<file path="config.mk">
export PLATFORM = sky130hd
export DESIGN_NAME = axi_to_mem
export DESIGN_NICKNAME = d
export VERILOG_FILES = /design/src/hw/axi_bus_pkg.sv /design/src/hw/mem_bus_pkg.sv /design/src/hw/axi_to_mem.sv /design/src/hw/resp_meta_fifo.sv
export SDC_FILE = /design/constraint.sdc
export NUM_CORES = 1
export LEC_CHECK = 0
export ABC_AREA = 1
export BUFFER_PORTS_ARGS = -buffer_cell sky130_fd_sc_hd__clkbuf_2
export CAP_MARGIN = 10
export CORE_MARGIN = 2
export CORE_UTILIZATION = 30
export CTS_CLUSTER_SIZE = 12
export DETAILED_ROUTE_END_ITERATION = 16
export SYNTH_ARGS = -nofsm -noshare
export SYNTH_HDL_FRONTEND = slang
export SYNTH_SLANG_ARGS = --single-unit
</file>
<file path="constraint.sdc">
create_clock -name clk_i -period 4.2 [get_ports clk_i]
set_input_delay 0.63 -clock clk_i [delete_from_list [all_inputs] [get_ports clk_i]]
set_output_delay 0.63 -clock clk_i [all_outputs]
set_load 0.03 [all_outputs]
</file>
<file path="src/hw/axi_bus_pkg.sv">
// AXI4 bus definitions
// - Address, data and ID widths, beat size
// - Burst, response and atomic-operation enums
// - Channel payload structs and master/slave bundles
package axi_bus_pkg;

  localparam int unsigned ADDR_W     = 16;
  localparam int unsigned DATA_W     = 32;
  localparam int unsigned ID_W       = 4;
  localparam int unsigned STRB_W     = DATA_W / 8;
  localparam int unsigned BYTE_OFF_W = $clog2(STRB_W);
  // Address step between two full-word beats
  localparam logic [ADDR_W-1:0] BEAT_BYTES = ADDR_W'(STRB_W);

  typedef enum logic [1:0] {
    BURST_FIXED = 2'b00,
    BURST_INCR  = 2'b01,
    BURST_WRAP  = 2'b10
  } axi_burst_e;

  typedef enum logic [1:0] {
    RESP_OKAY   = 2'b00,
    RESP_EXOKAY = 2'b01,
    RESP_SLVERR = 2'b10,
    RESP_DECERR = 2'b11
  } axi_resp_e;

  // AtomicLoad ADD (little endian) and AtomicSwap
  typedef enum logic [5:0] {
    ATOP_NONE = 6'b00_0000,
    ATOP_ADD  = 6'b10_0000,
    ATOP_SWAP = 6'b11_0000
  } axi_atop_e;

  typedef struct packed {
    logic [ID_W-1:0]   id;
    logic [ADDR_W-1:0] addr;
    logic [7:0]        len;
    axi_burst_e        burst;
    logic [3:0]        qos;
    axi_atop_e         atop;
  } axi_ax_t;

  typedef struct packed {
    logic [DATA_W-1:0] data;
    logic [STRB_W-1:0] strb;
    logic              last;
  } axi_w_t;

  typedef struct packed {
    logic [ID_W-1:0]   id;
    logic [DATA_W-1:0] data;
    axi_resp_e         resp;
    logic              last;
  } axi_r_t;

  typedef struct packed {
    logic [ID_W-1:0] id;
    axi_resp_e       resp;
  } axi_b_t;

  typedef struct packed {
    axi_ax_t aw;
    logic    aw_valid;
    axi_w_t  w;
    logic    w_valid;
    axi_ax_t ar;
    logic    ar_valid;
    logic    b_ready;
    logic    r_ready;
  } axi_req_t;

  typedef struct packed {
    logic   aw_ready;
    logic   w_ready;
    logic   ar_ready;
    axi_r_t r;
    logic   r_valid;
    axi_b_t b;
    logic   b_valid;
  } axi_resp_t;

endpackage
</file>
<file path="src/hw/mem_bus_pkg.sv">
// Memory-side definitions
// - Bank geometry and word address width
// - Atomic memory operation codes
// - Memory request and response metadata structs
package mem_bus_pkg;

  localparam int unsigned NUM_BANKS   = 2;
  localparam int unsigned BANK_WORDS  = 256;
  localparam int unsigned BANK_SEL_W  = $clog2(NUM_BANKS);
  localparam int unsigned ROW_W       = $clog2(BANK_WORDS);
  localparam int unsigned WORD_ADDR_W = BANK_SEL_W + ROW_W;

  typedef enum logic [1:0] {
    AMO_NONE = 2'd0,
    AMO_ADD  = 2'd1,
    AMO_SWAP = 2'd2
  } mem_amo_e;

  typedef struct packed {
    logic [WORD_ADDR_W-1:0]         addr;
    logic [axi_bus_pkg::DATA_W-1:0] wdata;
    logic [axi_bus_pkg::STRB_W-1:0] strb;
    logic                           we;
    mem_amo_e                       amo;
  } mem_req_t;

  // What to send back once the memory answers
  typedef struct packed {
    logic [axi_bus_pkg::ID_W-1:0] id;
    logic                         last;
    logic                         send_b;
    logic                         send_r;
  } resp_meta_t;

endpackage

</file>
<file path="src/hw/axi_to_mem.sv">
// AXI4 slave to single-word memory bridge
// - INCR burst trackers for AR and AW/W
// - QoS-aware sticky read/write arbiter
// - AXI atomic (ADD, SWAP) to memory AMO mapping
// - Response metadata FIFO and one-entry R/B skid buffer
`timescale 1ns/1ps

module axi_to_mem (
  input  logic                           clk_i,
  input  logic                           rst_ni,
  input  axi_bus_pkg::axi_req_t          axi_req_i,
  output axi_bus_pkg::axi_resp_t         axi_resp_o,
  output mem_bus_pkg::mem_req_t          mem_req_o,
  output logic                           mem_req_valid_o,
  input  logic                           mem_rvalid_i,
  input  logic [axi_bus_pkg::DATA_W-1:0] mem_rdata_i,
  output logic                           busy_o
);

  typedef struct packed {
    logic [axi_bus_pkg::ADDR_W-1:0] addr;
    logic [axi_bus_pkg::ID_W-1:0]   id;
    logic [3:0]                     qos;
  } trk_t;

  typedef struct packed {
    trk_t trk;
    logic last;
  } beat_t;

  typedef struct packed {
    logic [axi_bus_pkg::DATA_W-1:0] data;
    mem_bus_pkg::resp_meta_t        meta;
  } skid_t;

  logic [7:0]              r_cnt_q, w_cnt_q;
  trk_t                    r_trk_q, w_trk_q;
  beat_t                   rd_beat, wr_beat, cur_beat;
  logic                    rd_valid, wr_valid;
  logic                    rd_go, wr_go;
  logic                    sel, sel_q, lock_q;
  logic                    arb_valid, issue_ok, issue;
  mem_bus_pkg::mem_amo_e   wr_amo;
  mem_bus_pkg::resp_meta_t cur_meta, head_meta;
  logic                    fifo_full, fifo_empty, fifo_pop;
  skid_t                   skid_q;
  logic                    skid_r_q, skid_b_q;
  logic                    skid_busy, skid_done, to_skid;

  // Read tracker, open burst first, else a fresh AR
  always_comb begin
    rd_valid     = axi_req_i.ar_valid;
    rd_beat.trk  = '{addr: axi_req_i.ar.addr, id: axi_req_i.ar.id, qos: axi_req_i.ar.qos};
    rd_beat.last = (axi_req_i.ar.len == 8'd0);
    if (r_cnt_q != 8'd0) begin
      rd_valid     = 1'b1;
      rd_beat.trk  = r_trk_q;
      rd_beat.last = (r_cnt_q == 8'd1);
    end
  end

  // Write tracker, a new burst needs AW and its first W together
  always_comb begin
    wr_valid     = axi_req_i.aw_valid && axi_req_i.w_valid;
    wr_beat.trk  = '{addr: axi_req_i.aw.addr, id: axi_req_i.aw.id, qos: axi_req_i.aw.qos};
    wr_beat.last = (axi_req_i.aw.len == 8'd0);
    if (w_cnt_q != 8'd0) begin
      wr_valid     = axi_req_i.w_valid;
      wr_beat.trk  = w_trk_q;
      wr_beat.last = (w_cnt_q == 8'd1);
    end
  end

  // Sticky arbiter, sel high picks the write side
  always_comb begin
    sel = sel_q;
    if (!lock_q) begin
      if (rd_valid ^ wr_valid) begin
        sel = wr_valid;
      end else if (rd_valid && wr_valid) begin
        if (wr_beat.trk.qos != rd_beat.trk.qos) begin
          sel = (wr_beat.trk.qos > rd_beat.trk.qos);
        end else if (wr_beat.last && !rd_beat.last && !sel_q) begin
          // Single write slips in only after a read grant
          sel = 1'b1;
        end else if (w_cnt_q != 8'd0) begin
          sel = 1'b1;
        end else if (r_cnt_q != 8'd0) begin
          sel = 1'b0;
        end else begin
          sel = ~sel_q;
        end
      end
    end
  end

  // Atomics are single-beat, so only a burst start carries one
  always_comb begin
    wr_amo = mem_bus_pkg::AMO_NONE;
    if (w_cnt_q == 8'd0) begin
      case (axi_req_i.aw.atop)
        axi_bus_pkg::ATOP_ADD:  wr_amo = mem_bus_pkg::AMO_ADD;
        axi_bus_pkg::ATOP_SWAP: wr_amo = mem_bus_pkg::AMO_SWAP;
        default:                wr_amo = mem_bus_pkg::AMO_NONE;
      endcase
    end
  end

  // The skid slot must be empty when the memory answers
  assign to_skid   = mem_rvalid_i && (head_meta.send_r || head_meta.send_b);
  assign skid_busy = skid_r_q || skid_b_q;
  assign skid_done = skid_busy && !(skid_r_q && !axi_req_i.r_ready)
                               && !(skid_b_q && !axi_req_i.b_ready);
  assign fifo_pop  = skid_done || (mem_rvalid_i && !to_skid);
  assign issue_ok  = !fifo_full && (!skid_busy || skid_done) && !to_skid;

  assign arb_valid       = sel ? wr_valid : rd_valid;
  assign issue           = arb_valid && issue_ok;
  assign rd_go           = issue && !sel;
  assign wr_go           = issue && sel;
  assign mem_req_valid_o = issue;

  always_comb begin
    cur_beat        = sel ? wr_beat : rd_beat;
    mem_req_o.addr  = cur_beat.trk.addr[mem_bus_pkg::WORD_ADDR_W + axi_bus_pkg::BYTE_OFF_W - 1:
                                        axi_bus_pkg::BYTE_OFF_W];
    mem_req_o.wdata = axi_req_i.w.data;
    mem_req_o.strb  = axi_req_i.w.strb;
    mem_req_o.we    = sel;
    mem_req_o.amo   = sel ? wr_amo : mem_bus_pkg::AMO_NONE;
    cur_meta.id     = cur_beat.trk.id;
    cur_meta.last   = cur_beat.last;
    cur_meta.send_b = sel && cur_beat.last;
    cur_meta.send_r = !sel || (wr_amo != mem_bus_pkg::AMO_NONE);
  end

  resp_meta_fifo u_meta_fifo (
    .clk_i   (clk_i),
    .rst_ni  (rst_ni),
    .push_i  (issue),
    .data_i  (cur_meta),
    .full_o  (fifo_full),
    .pop_i   (fifo_pop),
    .data_o  (head_meta),
    .empty_o (fifo_empty)
  );

  always_comb begin
    axi_resp_o.ar_ready = rd_go && (r_cnt_q == 8'd0);
    axi_resp_o.aw_ready = wr_go && (w_cnt_q == 8'd0);
    axi_resp_o.w_ready  = wr_go;
    axi_resp_o.r_valid  = skid_r_q;
    axi_resp_o.r        = '{id: skid_q.meta.id, data: skid_q.data,
                            resp: axi_bus_pkg::RESP_OKAY, last: skid_q.meta.last};
    axi_resp_o.b_valid  = skid_b_q;
    axi_resp_o.b        = '{id: skid_q.meta.id, resp: axi_bus_pkg::RESP_OKAY};
  end

  assign busy_o = axi_req_i.ar_valid || axi_req_i.aw_valid || axi_req_i.w_valid ||
                  (r_cnt_q != 8'd0) || (w_cnt_q != 8'd0) || !fifo_empty || skid_busy;

  always_ff @(posedge clk_i or negedge rst_ni) begin
    if (!rst_ni) begin
      r_cnt_q  <= 8'd0;
      w_cnt_q  <= 8'd0;
      sel_q    <= 1'b0;
      lock_q   <= 1'b0;
      skid_r_q <= 1'b0;
      skid_b_q <= 1'b0;
    end else begin
      sel_q  <= sel;
      lock_q <= arb_valid && !issue_ok;
      if (rd_go) begin
        r_cnt_q <= (r_cnt_q != 8'd0) ? r_cnt_q - 8'd1 : axi_req_i.ar.len;
      end
      if (wr_go) begin
        w_cnt_q <= (w_cnt_q != 8'd0) ? w_cnt_q - 8'd1 : axi_req_i.aw.len;
      end
      if (to_skid) begin
        skid_r_q <= head_meta.send_r;
        skid_b_q <= head_meta.send_b;
      end else begin
        if (skid_r_q && axi_req_i.r_ready) begin
          skid_r_q <= 1'b0;
        end
        if (skid_b_q && axi_req_i.b_ready) begin
          skid_b_q <= 1'b0;
        end
      end
    end
  end

  always_ff @(posedge clk_i) begin
    if (rd_go) begin
      r_trk_q      <= rd_beat.trk;
      r_trk_q.addr <= rd_beat.trk.addr + axi_bus_pkg::BEAT_BYTES;
    end
    if (wr_go) begin
      w_trk_q      <= wr_beat.trk;
      w_trk_q.addr <= wr_beat.trk.addr + axi_bus_pkg::BEAT_BYTES;
    end
    if (to_skid) begin
      skid_q <= '{data: mem_rdata_i, meta: head_meta};
    end
  end

  assert property (@(posedge clk_i) disable iff (!rst_ni)
    axi_resp_o.r_valid && !axi_req_i.r_ready |=> axi_resp_o.r_valid && $stable(axi_resp_o.r))
    else $error("R changed while stalled");
  assert property (@(posedge clk_i) disable iff (!rst_ni)
    axi_resp_o.b_valid && !axi_req_i.b_ready |=> axi_resp_o.b_valid && $stable(axi_resp_o.b))
    else $error("B changed while stalled");
  assert property (@(posedge clk_i) disable iff (!rst_ni)
    (axi_req_i.ar_valid && axi_req_i.ar.len != 8'd0 |-> axi_req_i.ar.burst == axi_bus_pkg::BURST_INCR)
    and (axi_req_i.aw_valid && axi_req_i.aw.len != 8'd0
         |-> axi_req_i.aw.burst == axi_bus_pkg::BURST_INCR))
    else $error("Non-INCR burst is not supported");
  assert property (@(posedge clk_i) disable iff (!rst_ni)
    axi_req_i.ar_valid |-> axi_req_i.ar.atop == axi_bus_pkg::ATOP_NONE)
    else $error("Atomic operation on a read");

endmodule

</file>
<file path="src/hw/resp_meta_fifo.sv">
// Two-entry FIFO for response metadata of requests in flight
// - Separate read and write pointers with an occupancy count
`timescale 1ns/1ps

module resp_meta_fifo (
  input  logic                    clk_i,
  input  logic                    rst_ni,
  input  logic                    push_i,
  input  mem_bus_pkg::resp_meta_t data_i,
  output logic                    full_o,
  input  logic                    pop_i,
  output mem_bus_pkg::resp_meta_t data_o,
  output logic                    empty_o
);

  mem_bus_pkg::resp_meta_t entry_q [2];
  logic                    wr_ptr_q;
  logic                    rd_ptr_q;
  logic [1:0]              count_q;

  assign data_o  = entry_q[rd_ptr_q];
  assign full_o  = (count_q == 2'd2);
  assign empty_o = (count_q == 2'd0);

  always_ff @(posedge clk_i or negedge rst_ni) begin
    if (!rst_ni) begin
      wr_ptr_q <= 1'b0;
      rd_ptr_q <= 1'b0;
      count_q  <= 2'd0;
    end else begin
      if (push_i) begin
        wr_ptr_q <= ~wr_ptr_q;
      end
      if (pop_i) begin
        rd_ptr_q <= ~rd_ptr_q;
      end
      case ({push_i, pop_i})
        2'b10:   count_q <= count_q + 2'd1;
        2'b01:   count_q <= count_q - 2'd1;
        default: count_q <= count_q;
      endcase
    end
  end

  always_ff @(posedge clk_i) begin
    if (push_i) begin
      entry_q[wr_ptr_q] <= data_i;
    end
  end

  assert property (@(posedge clk_i) disable iff (!rst_ni) !(push_i && full_o))
    else $error("Metadata FIFO overflow");
  assert property (@(posedge clk_i) disable iff (!rst_ni) !(pop_i && empty_o))
    else $error("Metadata FIFO underflow");

endmodule

</file>
==> impl_metrics.sql, run 1 <==
INSERT INTO impl_metrics (metric_group, metric, value, unit) VALUES
('status', 'status', 'finished, final reports clean', ''),
('die', 'die-area', '0.0202', 'mm2'),
('worst_setup_path', 'crit_path_max_fanout', '8', ''),
('synthesis', 'synthXorXnorAreaFrac', '3.52', '%'),
('final_layout', 'area_growth', '21.6', '%'),
('placement', 'place_area', '0.00641', 'mm2'),
('sta', 'fmax', '0.251', 'GHz'),
('synthesis', 'largest_family_of_logic_cells_by_synthesized_area', 'simple AND/OR/NAND/NOR gates', ''),
('worst_setup_path', 'crit_end', 'mem_req_o[41]', ''),
('clocking', 'clock_sink_total', '109', ''),
('power', 'switching_share', '42.8', '%'),
('die', 'fp.dieW', '142', 'um'),
('sta', 'hold_violations', '0', ''),
('hold_path', 'hp-class', 'input pin to async pin', ''),
('worst_setup_path', 'critical_path_at', '3.36', 'ns'),
('synthesis', 'yosys.area_share.simple', '17.2', '%'),
('synthesis', 'synthFlopType', 'sky130_fd_sc_hd__edfxtp_1', ''),
('clocking', 'insertion_delay', '0.35', 'ns'),
('global_routing', 'grt_start_max_net_pins', '25', ''),
('global_routing', 'grt_antenna_before_repair', '0', ''),
('synthesis', 'synth_seq_cells', '109', ''),
('placement', 'dpl_worst_slack', '0.227', 'ns'),
('final_layout', 'num_antenna_cells', '0', ''),
('final_layout', 'drive_gt1_share', '35.1', '%'),
('drt', 'detail_route.drc_violations', '0', ''),
('final_layout', 'num-nets-final', '863', ''),
('power', 'irDropWorstVdd', '451', 'uV'),
('sta', 'slew_viol_final', '0', ''),
('synthesis', 'ys_async_sr_fraction', '22.0', '%'),
('power', 'sequentialPowerShare', '33.2', '%'),
('die', 'initial_utilization', '30.6', '%'),
('drt', 'detail_route.vias_per_cell', '4.42', ''),
('final_layout', 'final.fill_count', '1885', ''),
('drt', 'num_vias', '4117', ''),
('die', 'die_h', '142', 'um'),
('global_routing', 'residual_overflow_from_global_routing', '0', ''),
('synthesis', 'yosys_warnings', '0', ''),
('synthesis', 'synth.lib_cells_used.distinct', '48', ''),
('sta', 'finalClockSkew', '0.00841', 'ns'),
('placement', 'port_buffers', '155', ''),
('clocking', 'cts_made_buffers', '9', ''),
('clocking', 'clk_pin_slew', '0.07', 'ns'),
('synthesis', 'postSynthAreaPerCell', '10.1', 'um2'),
('power', 'combinationalPowerShare', '51.2', '%'),
('clocking', 'cts-root-to-sink-buffers', '2', ''),
('placement', 'gp_congestion', '0.777', ''),
('worst_setup_path', 'worst-endpoint-required', '3.57', 'ns'),
('worst_setup_path', 'cp_startpoint', 'r_cnt_q[0]', ''),
('synthesis', 'post_synth_mux_area_share', '2.56', '%'),
('die', 'placementRows', '50', ''),
('sta', 'final_min_period_over_clock_period', '94.9', '%'),
('job', 'max_cap_violation_count', '0', ''),
('drt', 'detail_route.wirelength', '13100', 'um'),
('synthesis', 'synth-compound-area-share', '6.60', '%'),
('drt', 'ant_nets', '0', ''),
('synthesis', 'synth_enable_flop_cells', '85', ''),
('worst_setup_path', 'ff2ff_setup_slack', '0.61', 'ns'),
('worst_setup_path', 'ff2ff_path_depth', '22', ''),
('synthesis', 'post_synth_instance_area', '0.00572', 'mm2'),
('worst_setup_path', 'critPathKind', 'flip-flop to output pin', ''),
('synthesis', 'synthAdderAreaFrac', '2.62', '%'),
('sta', 'final.hold.worst_slack', '0.305', 'ns'),
('drt', 'firstDrtPassIters', '4', ''),
('global_routing', 'grt_pass1_wl', '19400', 'um'),
('global_routing', 'first_global_vias', '3822', ''),
('worst_setup_path', 'timing.critical_path.to_type', 'output pin', ''),
('final_layout', 'post_route_cell_area', '0.00696', 'mm2'),
('placement', 'dp_hpwl', '10000', 'um'),
('global_routing', 'grt_usage', '12.6', '%'),
('die', 'design.core.area', '0.0187', 'mm2'),
('power', 'cell_internal_pwr', '3.27', 'mW');
## stage by stage
stage | total power, mW | TNS, ns | utilization [%] | instances
6_report | 5.72 | 0 | 37.2 | 932
5_1_grt | 6.18 | -0.0290 | 37.2 | 932
4_1_cts | 5.56 | -0.0567 | 36.0 | 921
3_5_place_dp | 4.63 | 0 | 34.3 | 906
3_3_place_gp | 4.59 | 0 | 34.3 | 906
2_1_floorplan | 4.11 | 0 | - | 572
## metal layers
layer	global-route usage (%)	wire, um	vias up
met3	3.53	989	15
met5	0	0	-
li1	-	-	2077
met2	21.1	6040	139
met4	4.11	177	0
met1	15.7	5900	1886
## synth_stat cells (2+ instances only)
master | n | area share [%]
sky130_fd_sc_hd__clkbuf_1 | 5 | 0.33
sky130_fd_sc_hd__dfrtp_1 | 24 | 10
sky130_fd_sc_hd__a31oi_1 | 2 | 0.22
sky130_fd_sc_hd__xor2_1 | 14 | 2.1
sky130_fd_sc_hd__mux2_2 | 5 | 0.98
sky130_fd_sc_hd__inv_2 | 2 | 0.13
sky130_fd_sc_hd__a21oi_1 | 4 | 0.35
sky130_fd_sc_hd__nor3_1 | 5 | 0.44
sky130_fd_sc_hd__inv_1 | 48 | 3.1
sky130_fd_sc_hd__or2_2 | 12 | 1.3
sky130_fd_sc_hd__nand4_1 | 4 | 0.44
sky130_fd_sc_hd__mux2i_1 | 9 | 1.6
sky130_fd_sc_hd__nor2_1 | 34 | 2.2
sky130_fd_sc_hd__o211ai_1 | 2 | 0.26
sky130_fd_sc_hd__ha_1 | 12 | 2.6
sky130_fd_sc_hd__xnor2_1 | 9 | 1.4
sky130_fd_sc_hd__buf_4 | 58 | 7.6
sky130_fd_sc_hd__edfxtp_1 | 85 | 45
sky130_fd_sc_hd__buf_2 | 6 | 0.52
sky130_fd_sc_hd__and2_1 | 4 | 0.44
sky130_fd_sc_hd__nand3_1 | 12 | 1.0
sky130_fd_sc_hd__o21ai_1 | 13 | 1.1
sky130_fd_sc_hd__o21ai_0 | 45 | 3.9
sky130_fd_sc_hd__nor2_2 | 2 | 0.22
sky130_fd_sc_hd__nand2_1 | 130 | 8.5
## sequential cells by signal (all words and copies together) (netlist names)
name	count
u_meta_fifo.wr_ptr_q	1
w_cnt_q	8
axi_resp_o	37
skid_r_q	1
w_trk_q	17
r_trk_q	17
lock_q	1
sel_q	1
u_meta_fifo.entry_q	14
skid_b_q	1
u_meta_fifo.rd_ptr_q	1
r_cnt_q	8
u_meta_fifo.count_q	2
## worst max-delay path, cell delays in order (launching register included)
cell	delay, ns
sky130_fd_sc_hd__dfrtp_1	0.41
sky130_fd_sc_hd__inv_1	0.09
sky130_fd_sc_hd__ha_2	0.20
sky130_fd_sc_hd__nand2_1	0.10
sky130_fd_sc_hd__nor2_4	0.16
sky130_fd_sc_hd__nand2_4	0.11
sky130_fd_sc_hd__or2_2	0.30
sky130_fd_sc_hd__o21ai_2	0.10
sky130_fd_sc_hd__ha_4	0.16
sky130_fd_sc_hd__inv_1	0.03
sky130_fd_sc_hd__nor2_1	0.08
sky130_fd_sc_hd__o211ai_1	0.08
sky130_fd_sc_hd__a31oi_1	0.16
sky130_fd_sc_hd__nand2_1	0.07
sky130_fd_sc_hd__nand2_1	0.05
sky130_fd_sc_hd__nand2_1	0.07
sky130_fd_sc_hd__nand2_4	0.16
sky130_fd_sc_hd__buf_4	0.14
sky130_fd_sc_hd__nand2_4	0.05
sky130_fd_sc_hd__o21ai_0	0.21
sky130_fd_sc_hd__clkbuf_2	0.25
## worst min-delay path by stage
| stage | from | to | slack (ns) | cells after the start |
|---|---|---|---|---|
| 3_5_place_dp | w_cnt_q[7] | w_cnt_q[7] | 0.46 | 2 |
| 5_1_grt | rst_ni | w_cnt_q[5] | 0.35 | 1 |
| 6_report | rst_ni | w_cnt_q[7] | 0.30 | 1 |
| 4_1_cts | rst_ni | w_cnt_q[7] | 0.33 | 1 |
| 2_1_floorplan | rst_ni | lock_q | 0.33 | 0 |
| 3_3_place_gp | w_cnt_q[7] | w_cnt_q[7] | 0.47 | 2 |
## repair_timing
action                                  CTS  global route
setup buffers                             0             9
endpoints found under the setup margin   15            16
resized for setup                         6            43
endpoints found under the hold margin     0             0
pin swaps                                 0             6
hold buffers                              0             0
cloned                                    0             2
## power by group through the flow
stage	clock (mW)	combinational, mW	sequential, mW
2_1_floorplan	0	2.07	2.04
3_3_place_gp	0	2.68	1.91
3_5_place_dp	0	2.72	1.92
4_1_cts	0.919	2.75	1.90
5_1_grt	0.961	3.27	1.95
6_report	0.890	2.93	1.90
## layout by cell type (no fill, tap or decap), drive strengths merged, types with 12 or more instances in the layout
cell type / instances
buf: 32
xor2: 14
nand2: 134
inv: 50
ha: 12
or2: 12
dfrtp: 24
edfxtp: 85
nand3: 14
clkbuf: 158
nor2: 38
o21ai: 59
## layout make-up
| type | instances | area [um2] | area share [%] |
|---|---|---|---|
| multi-input cells | 343 | 2000 | 28.8 |
| well taps | 234 | 293 | 4.21 |
| repair buffers | 180 | 993 | 14.3 |
| clock buffers | 10 | 229 | 3.29 |
| inverters | 51 | 206 | 2.97 |
| clock inverters | 5 | 76.3 | 1.10 |
| flip-flops and latches | 109 | 3150 | 45.3 |
## logic make-up after synthesis
family                     count (synthesis)
AOI/OAI and AO/OA                         71
buffers and inverters                    122
other                                      1
xor gates and xnor gates                  23
DFF                                      109
and+or+nand+nor                          217
adders and majority gates                 12
muxes                                     14
(Power assumes the default switching activity.)
==> run 2, diff against run 1 <==
Clock period 4.2 ns to 3.8 ns, I/O delays scaled along.
==> impl_metrics.sql, run 2 (same netlist as run 1, synthesis figures left out) <==
INSERT INTO impl_metrics (metric_group, metric, value, unit) VALUES
('status', 'status', 'finished, final reports clean', ''),
('global_routing', 'grt_pass1_wl', '20600', 'um'),
('die', 'placementRows', '50', ''),
('placement', 'dp_hpwl', '9920', 'um'),
('die', 'ios', '257', ''),
('sta', 'slew_viol_final', '0', ''),
('power', 'irDropWorstVdd', '575', 'uV'),
('global_routing', 'residual_overflow_from_global_routing', '0', ''),
('job', 'max_cap_violation_count', '0', ''),
('sta', 'final.hold.worst_slack', '0.240', 'ns'),
('placement', 'placedCellCount', '911', ''),
('sta', 'relSlewSlack', '53.7', '%'),
('hold_path', 'hp-class', 'input pin to async pin', ''),
('clocking', 'cts_tree', 'built', ''),
('worst_setup_path', 'worst-endpoint-required', '3.23', 'ns'),
('drt', 'firstDrtPassIters', '4', ''),
('sta', 'hold_violations', '0', ''),
('drt', 'detailedRoute.firstIterationViolations', '151', ''),
('worst_setup_path', 'crit_path_start_kind', 'flip-flop', ''),
('worst_setup_path', 'worst-path-buf-inv', '7', ''),
('drt', 'detail_route.drc_violations', '0', ''),
('final_layout', 'num_antenna_cells', '0', ''),
('final_layout', 'num-nets-final', '887', ''),
('power', 'total_power', '7.01', 'mW'),
('clocking', 'cts_made_buffers', '9', ''),
('worst_setup_path', 'cpPeakStageDelay', '0.40', 'ns'),
('final_layout', 'layout_common_cells', 'sky130_fd_sc_hd__clkbuf_2, sky130_fd_sc_hd__nand2_1, sky130_fd_sc_hd__edfxtp_1, sky130_fd_sc_hd__buf_4, sky130_fd_sc_hd__inv_1', ''),
('worst_setup_path', 'crit_path_max_fanout', '8', ''),
('sta', 'fmax', '0.264', 'GHz'),
('die', 'initial_utilization', '30.6', '%'),
('power', 'p_leak', '3.32', 'nW'),
('final_layout', 'post-route-util', '39.7', '%'),
('sta', 'final_min_period_over_clock_period', '99.5', '%'),
('worst_setup_path', 'worstPathCellList', 'inv_2, ha_4, nor3b_4, inv_2, nor2_8, inv_6, o21ai_4, inv_2, ha_4, nand4_1, a31oi_1, nand2_1, nand2_1, nand2_2, nand2_4, nand2_8, nand3_4, clkinvlp_4, nor2_4, inv_2, buf_8', ''),
('global_routing', 'grt_usage', '13.2', '%'),
('sta', 'setup_slack', '0.0173', 'ns'),
('worst_setup_path', 'most_used_cell_along_the_critical_path', 'sky130_fd_sc_hd__inv_2', ''),
('drt', 'detail_route.wirelength', '13600', 'um'),
('clocking', 'ctsHtreeMaxLevel', '3', ''),
('clocking', 'insertion_delay', '0.35', 'ns'),
('final_layout', 'mostFrequentLayoutCell', 'sky130_fd_sc_hd__clkbuf_2', ''),
('worst_setup_path', 'critical_path_at', '3.21', 'ns'),
('power', 'p_per_area', '944', 'mW/mm2'),
('worst_setup_path', 'crit_family', 'simple AND/OR/NAND/NOR gates', ''),
('final_layout', 'area_growth', '29.8', '%'),
('die', 'die-area', '0.0202', 'mm2'),
('worst_setup_path', 'critical-path-slowest-cell', 'sky130_fd_sc_hd__dfrtp_1', ''),
('global_routing', 'grt_antenna_before_repair', '0', ''),
('final_layout', 'final_cell_count_no_fill', '957', ''),
('drt', 'detail_route.vias_per_cell', '4.39', ''),
('placement', 'dpl_worst_slack', '0.0343', 'ns'),
('clocking', 'clock-root-buffer', 'sky130_fd_sc_hd__clkbuf_16', ''),
('die', 'die_h', '142', 'um'),
('sta', 'finalClockSkew', '0.00555', 'ns'),
('worst_setup_path', 'timing.critical_path.to_type', 'output pin', ''),
('placement', 'place_area', '0.00648', 'mm2'),
('drt', 'routed_wire_length_per_instance', '14.3', 'um'),
('drt', 'num_vias', '4198', ''),
('clocking', 'clock_sink_total', '109', ''),
('placement', 'port_buffers', '155', ''),
('final_layout', 'post_route_cell_area', '0.00743', 'mm2'),
('global_routing', 'first_global_vias', '4023', ''),
('placement', 'gp_congestion', '0.795', ''),
('clocking', 'clk_pin_slew', '0.07', 'ns'),
('worst_setup_path', 'critPathKind', 'flip-flop to output pin', ''),
('drt', 'ant_nets', '0', ''),
('final_layout', 'drive_gt1_share', '42.3', '%'),
('sta', 'setup-violations-final', '0', ''),
('clocking', 'cts-root-to-sink-buffers', '2', ''),
('final_layout', 'largest_register_ff_count', '37', ''),
('die', 'design.core.area', '0.0187', 'mm2'),
('sta', 'timing.setup.tns', '0', 'ns'),
('sta', 'setup_repair_after_global_routing_missed_its_margin', 'true', ''),
('clocking', 'holdBufCountCts', '0', ''),
('die', 'fp.dieW', '142', 'um'),
('sta', 'tightestPinTransition', '0.687', 'ns'),
('sta', 'layout_min_cycle_time', '3.78', 'ns'),
('global_routing', 'grt_start_max_net_pins', '38', '');
run 2: cell count changes in the layout (fill, tap and decap cells not counted), sizes merged:
cell and change:
clkbuf -8, bufinv -2, inv +1, buf +32, clkinv +2, nand2 -1
clkinvlp +1
run 2: layout make-up:
class / count / area (um2)
Clock buffer: 9 / 225
Clock inverter: 7 / 70.1
Fill cell: 1871 / 11300
Inverter: 51 / 206
Multi-Input combinational cell: 342 / 2200
Sequential cell: 109 / 3150
Tap cell: 234 / 293
Timing Repair Buffer: 205 / 1280
run 2: layer usage:
| metal | track usage [%] | up-vias | wire [um] |
|---|---|---|---|
| met5 | 0 | - | 0 |
| met4 | 5.37 | 0 | 282 |
| met3 | 3.10 | 18 | 843 |
| met1 | 16.9 | 1912 | 6200 |
| li1 | - | 2130 | - |
| met2 | 21.7 | 138 | 6320 |
run 2: power breakdown:
group          internal (mW)  switching (mW)  total, mW
registers               1.90           0.203       2.10
clock network          0.461           0.465      0.926
logic                   1.61            2.37       3.98
run 2: what timing repair did:
| action | CTS | global route |
|---|---|---|
| setup buffers | 17 | 12 |
| gates resized for setup | 54 | 82 |
| cloned | 1 | 0 |
| pin swaps | 14 | 7 |
| setup endpoints to repair | 16 | 24 |
run 2: path summary, 6_finish.rpt:
path | slack [ns] | cells past startpoint | from | end
worst max register to register | 0.20 | 23 | w_cnt_q[1] | u_meta_fifo.entry_q[0][3]
min in group clk_i | 0.39 | 1 | mem_rdata_i[24] | axi_resp_o[35]
worst min-delay path | 0.24 | 1 | rst_ni | w_cnt_q[5]
worst max-delay path | 0.02 | 21 | w_cnt_q[1] | mem_req_valid_o
max in group asynchronous | 3.13 | 1 | rst_ni | skid_b_q
worst min register to register | 0.49 | 2 | w_cnt_q[7] | w_cnt_q[7]
==> run 3, diff against run 2 <==
Settings changed: SETUP_SLACK_MARGIN set to 0.5.
==> impl_metrics.sql, run 3 (same netlist as run 1, synthesis figures left out) <==
INSERT INTO impl_metrics (metric_group, metric, value, unit) VALUES
('status', 'status', 'complete, but fails checks', ''),
('status', 'violated_checks', 'negative setup slack', ''),
('sta', 'setup_repair_after_global_routing_missed_its_margin', 'true', ''),
('drt', 'detail_route.vias_per_cell', '4.44', ''),
('sta', 'fmax', '0.260', 'GHz'),
('job', 'max_cap_violation_count', '0', ''),
('die', 'fp.dieW', '142', 'um'),
('clocking', 'clock-root-buffer', 'sky130_fd_sc_hd__clkbuf_16', ''),
('drt', 'detail_route.wirelength', '13500', 'um'),
('worst_setup_path', 'cp_startpoint', 'w_cnt_q[0]', ''),
('worst_setup_path', 'critical_path.reg2reg.endpoint', 'u_meta_fifo.count_q[1]', ''),
('placement', 'dp_hpwl', '10000', 'um'),
('worst_setup_path', 'ff2ff_setup_slack', '0.31', 'ns'),
('worst_setup_path', 'ff2ff_path_depth', '26', ''),
('clocking', 'cts_made_buffers', '9', ''),
('power', 'combinationalPowerShare', '57.3', '%'),
('final_layout', 'num-nets-final', '883', ''),
('sta', 'slew_viol_final', '0', ''),
('clocking', 'cts_tree', 'built', ''),
('global_routing', 'residual_overflow_from_global_routing', '0', ''),
('clocking', 'clk_pin_slew', '0.07', 'ns'),
('die', 'ios', '257', ''),
('power', 'cell_internal_pwr', '3.98', 'mW'),
('sta', 'hold_violations', '0', ''),
('global_routing', 'first_global_vias', '4086', ''),
('power', 'share_clk_of_total_power', '12.5', '%'),
('global_routing', 'grt_usage', '13.4', '%'),
('power', 'total_power', '6.95', 'mW'),
('placement', 'place_area', '0.00656', 'mm2'),
('sta', 'relSlewSlack', '53.3', '%'),
('placement', 'gp_congestion', '0.804', ''),
('clocking', 'holdBufCountCts', '0', ''),
('worst_setup_path', 'crit_path_start_kind', 'flip-flop', ''),
('sta', 'setup_slack', '-0.0399', 'ns'),
('placement', 'port_buffers', '155', ''),
('final_layout', 'drive_gt1_share', '41.6', '%'),
('worst_setup_path', 'critical_path_at', '3.27', 'ns'),
('die', 'die-area', '0.0202', 'mm2'),
('drt', 'ant_nets', '0', ''),
('power', 'sequentialPowerShare', '30.2', '%'),
('sta', 'final_min_period_over_clock_period', '101', '%'),
('die', 'design.core.area', '0.0187', 'mm2'),
('clocking', 'cts-root-to-sink-buffers', '2', ''),
('final_layout', 'post_route_cell_area', '0.00741', 'mm2'),
('drt', 'detailedRoute.firstIterationViolations', '170', ''),
('sta', 'layout_min_cycle_time', '3.84', 'ns'),
('final_layout', 'layout_common_cells', 'sky130_fd_sc_hd__clkbuf_2, sky130_fd_sc_hd__nand2_1, sky130_fd_sc_hd__edfxtp_1, sky130_fd_sc_hd__buf_4, sky130_fd_sc_hd__inv_1', ''),
('sta', 'timing.setup.tns', '-0.0912', 'ns'),
('sta', 'finalClockSkew', '0.0100', 'ns'),
('final_layout', 'final.fill_count', '1852', ''),
('power', 'p_per_area', '938', 'mW/mm2'),
('final_layout', 'post-route-util', '39.6', '%'),
('power', 'switching_share', '42.7', '%'),
('power', 'p_leak', '3.29', 'nW'),
('worst_setup_path', 'crit_path_max_fanout', '8', ''),
('sta', 'setup-violations-final', '3', ''),
('final_layout', 'num_antenna_cells', '0', ''),
('placement', 'dpl_worst_slack', '0.0196', 'ns'),
('die', 'initial_utilization', '30.6', '%'),
('die', 'die_h', '142', 'um'),
('final_layout', 'area_growth', '29.6', '%'),
('global_routing', 'grt_pass1_wl', '20800', 'um'),
('sta', 'tightestPinTransition', '0.693', 'ns'),
('clocking', 'clock_sink_total', '109', ''),
('hold_path', 'hp-class', 'input pin to async pin', ''),
('drt', 'detail_route.drc_violations', '0', ''),
('clocking', 'insertion_delay', '0.35', 'ns'),
('final_layout', 'mostFrequentLayoutCell', 'sky130_fd_sc_hd__clkbuf_2', ''),
('worst_setup_path', 'rr_startpoint', 'w_cnt_q[0]', ''),
('drt', 'num_vias', '4224', ''),
('global_routing', 'grt_start_max_net_pins', '38', ''),
('drt', 'routed_wire_length_per_instance', '14.1', 'um'),
('worst_setup_path', 'worst-endpoint-required', '3.23', 'ns'),
('drt', 'firstDrtPassIters', '4', ''),
('final_layout', 'largest_register_ff_count', '37', ''),
('die', 'placementRows', '50', ''),
('power', 'irDropWorstVdd', '546', 'uV'),
('worst_setup_path', 'crit_end', 'mem_req_o[1]', ''),
('clocking', 'ctsHtreeMaxLevel', '3', ''),
('worst_setup_path', 'critPathKind', 'flip-flop to output pin', ''),
('global_routing', 'grt_antenna_before_repair', '0', ''),
('worst_setup_path', 'timing.critical_path.to_type', 'output pin', ''),
('power', 'switching_power', '2.97', 'mW');
==> run 3: cell count changes in the layout (fill, tap and decap cells not counted), sizes merged <==
cell and change:
buf -9, clkbuf +6, clkinv -3, clkinvlp +2, inv -1, nand2 -1
==> run 3: metrics by stage <==
| step | hold slack, ns | std cells |
|---|---|---|
| after global placement | 0.466 | 912 |
| after floorplan | 0.274 | 572 |
| after CTS | 0.255 | 945 |
| after global routing | 0.302 | 951 |
| after detailed placement | 0.468 | 912 |
| final | 0.240 | 951 |
==> run 3: worst min-delay path by stage <==
stage,startpoint,endpoint,cells past startpoint
after detailed placement,w_cnt_q[7],w_cnt_q[7],2
final,rst_ni,w_cnt_q[5],1
after floorplan,rst_ni,lock_q,0
after global placement,w_cnt_q[7],w_cnt_q[7],2
after CTS,rst_ni,w_cnt_q[5],1
after global routing,rst_ni,w_cnt_q[6],1
==> run 3: critical path: stages, from the launching register on <==
cell and delay [ns]:
sky130_fd_sc_hd__dfrtp_1 0.39, sky130_fd_sc_hd__inv_2 0.08, sky130_fd_sc_hd__ha_4 0.13, sky130_fd_sc_hd__nor3b_4 0.21, sky130_fd_sc_hd__inv_2 0.09, sky130_fd_sc_hd__nor2_8 0.18
sky130_fd_sc_hd__inv_8 0.06, sky130_fd_sc_hd__nand2_2 0.06, sky130_fd_sc_hd__nand2_2 0.07, sky130_fd_sc_hd__ha_4 0.28, sky130_fd_sc_hd__inv_2 0.03, sky130_fd_sc_hd__nor2_1 0.08
sky130_fd_sc_hd__o211ai_1 0.08, sky130_fd_sc_hd__a31oi_1 0.19, sky130_fd_sc_hd__nand2_1 0.07, sky130_fd_sc_hd__nand2_1 0.09, sky130_fd_sc_hd__nand2_2 0.07, sky130_fd_sc_hd__nand2_4 0.10
sky130_fd_sc_hd__nand2_8 0.10, sky130_fd_sc_hd__buf_16 0.18, sky130_fd_sc_hd__nor3b_4 0.17, sky130_fd_sc_hd__clkbuf_8 0.18
==> run 3: cell type report <==
cell class                 instances  area [um2]  share of cell area [%]
sequential                       109        3150                    42.5
multi-input combinational        341        2180                    29.4
timing repair buffer             202        1320                    17.8
tap                              234         293                    3.95
clock buffer                       9         225                    3.04
inverter                          51         206                    2.78
clock inverter                     5        37.5                   0.506
==> run 3: layer usage <==
metal / GRT usage [%] / routed length (um) / vias up
li1: - / - / 2122
met1: 17.0 / 6030 / 1956
met2: 22.3 / 6290 / 132
met3: 3.36 / 931 / 14
met4: 4.74 / 192 / 0
met5: 0 / 0 / -
==> run 3: what timing repair did <==
item	4_1_cts	5_1_grt
setup buffers	18	6
cloned	1	0
endpoints found under the setup margin	63	81
pin swaps	18	11
resized for setup	80	32
==> run 3: power by group through the flow <==
stage | clock network, mW | logic [mW] | registers, mW
global route | 0.947 | 4.39 | 2.15
global placement | 0 | 3.12 | 2.11
CTS | 0.911 | 3.79 | 2.10
floorplan | 0 | 2.41 | 2.26
detailed placement | 0 | 3.15 | 2.12
finish | 0.868 | 3.98 | 2.10
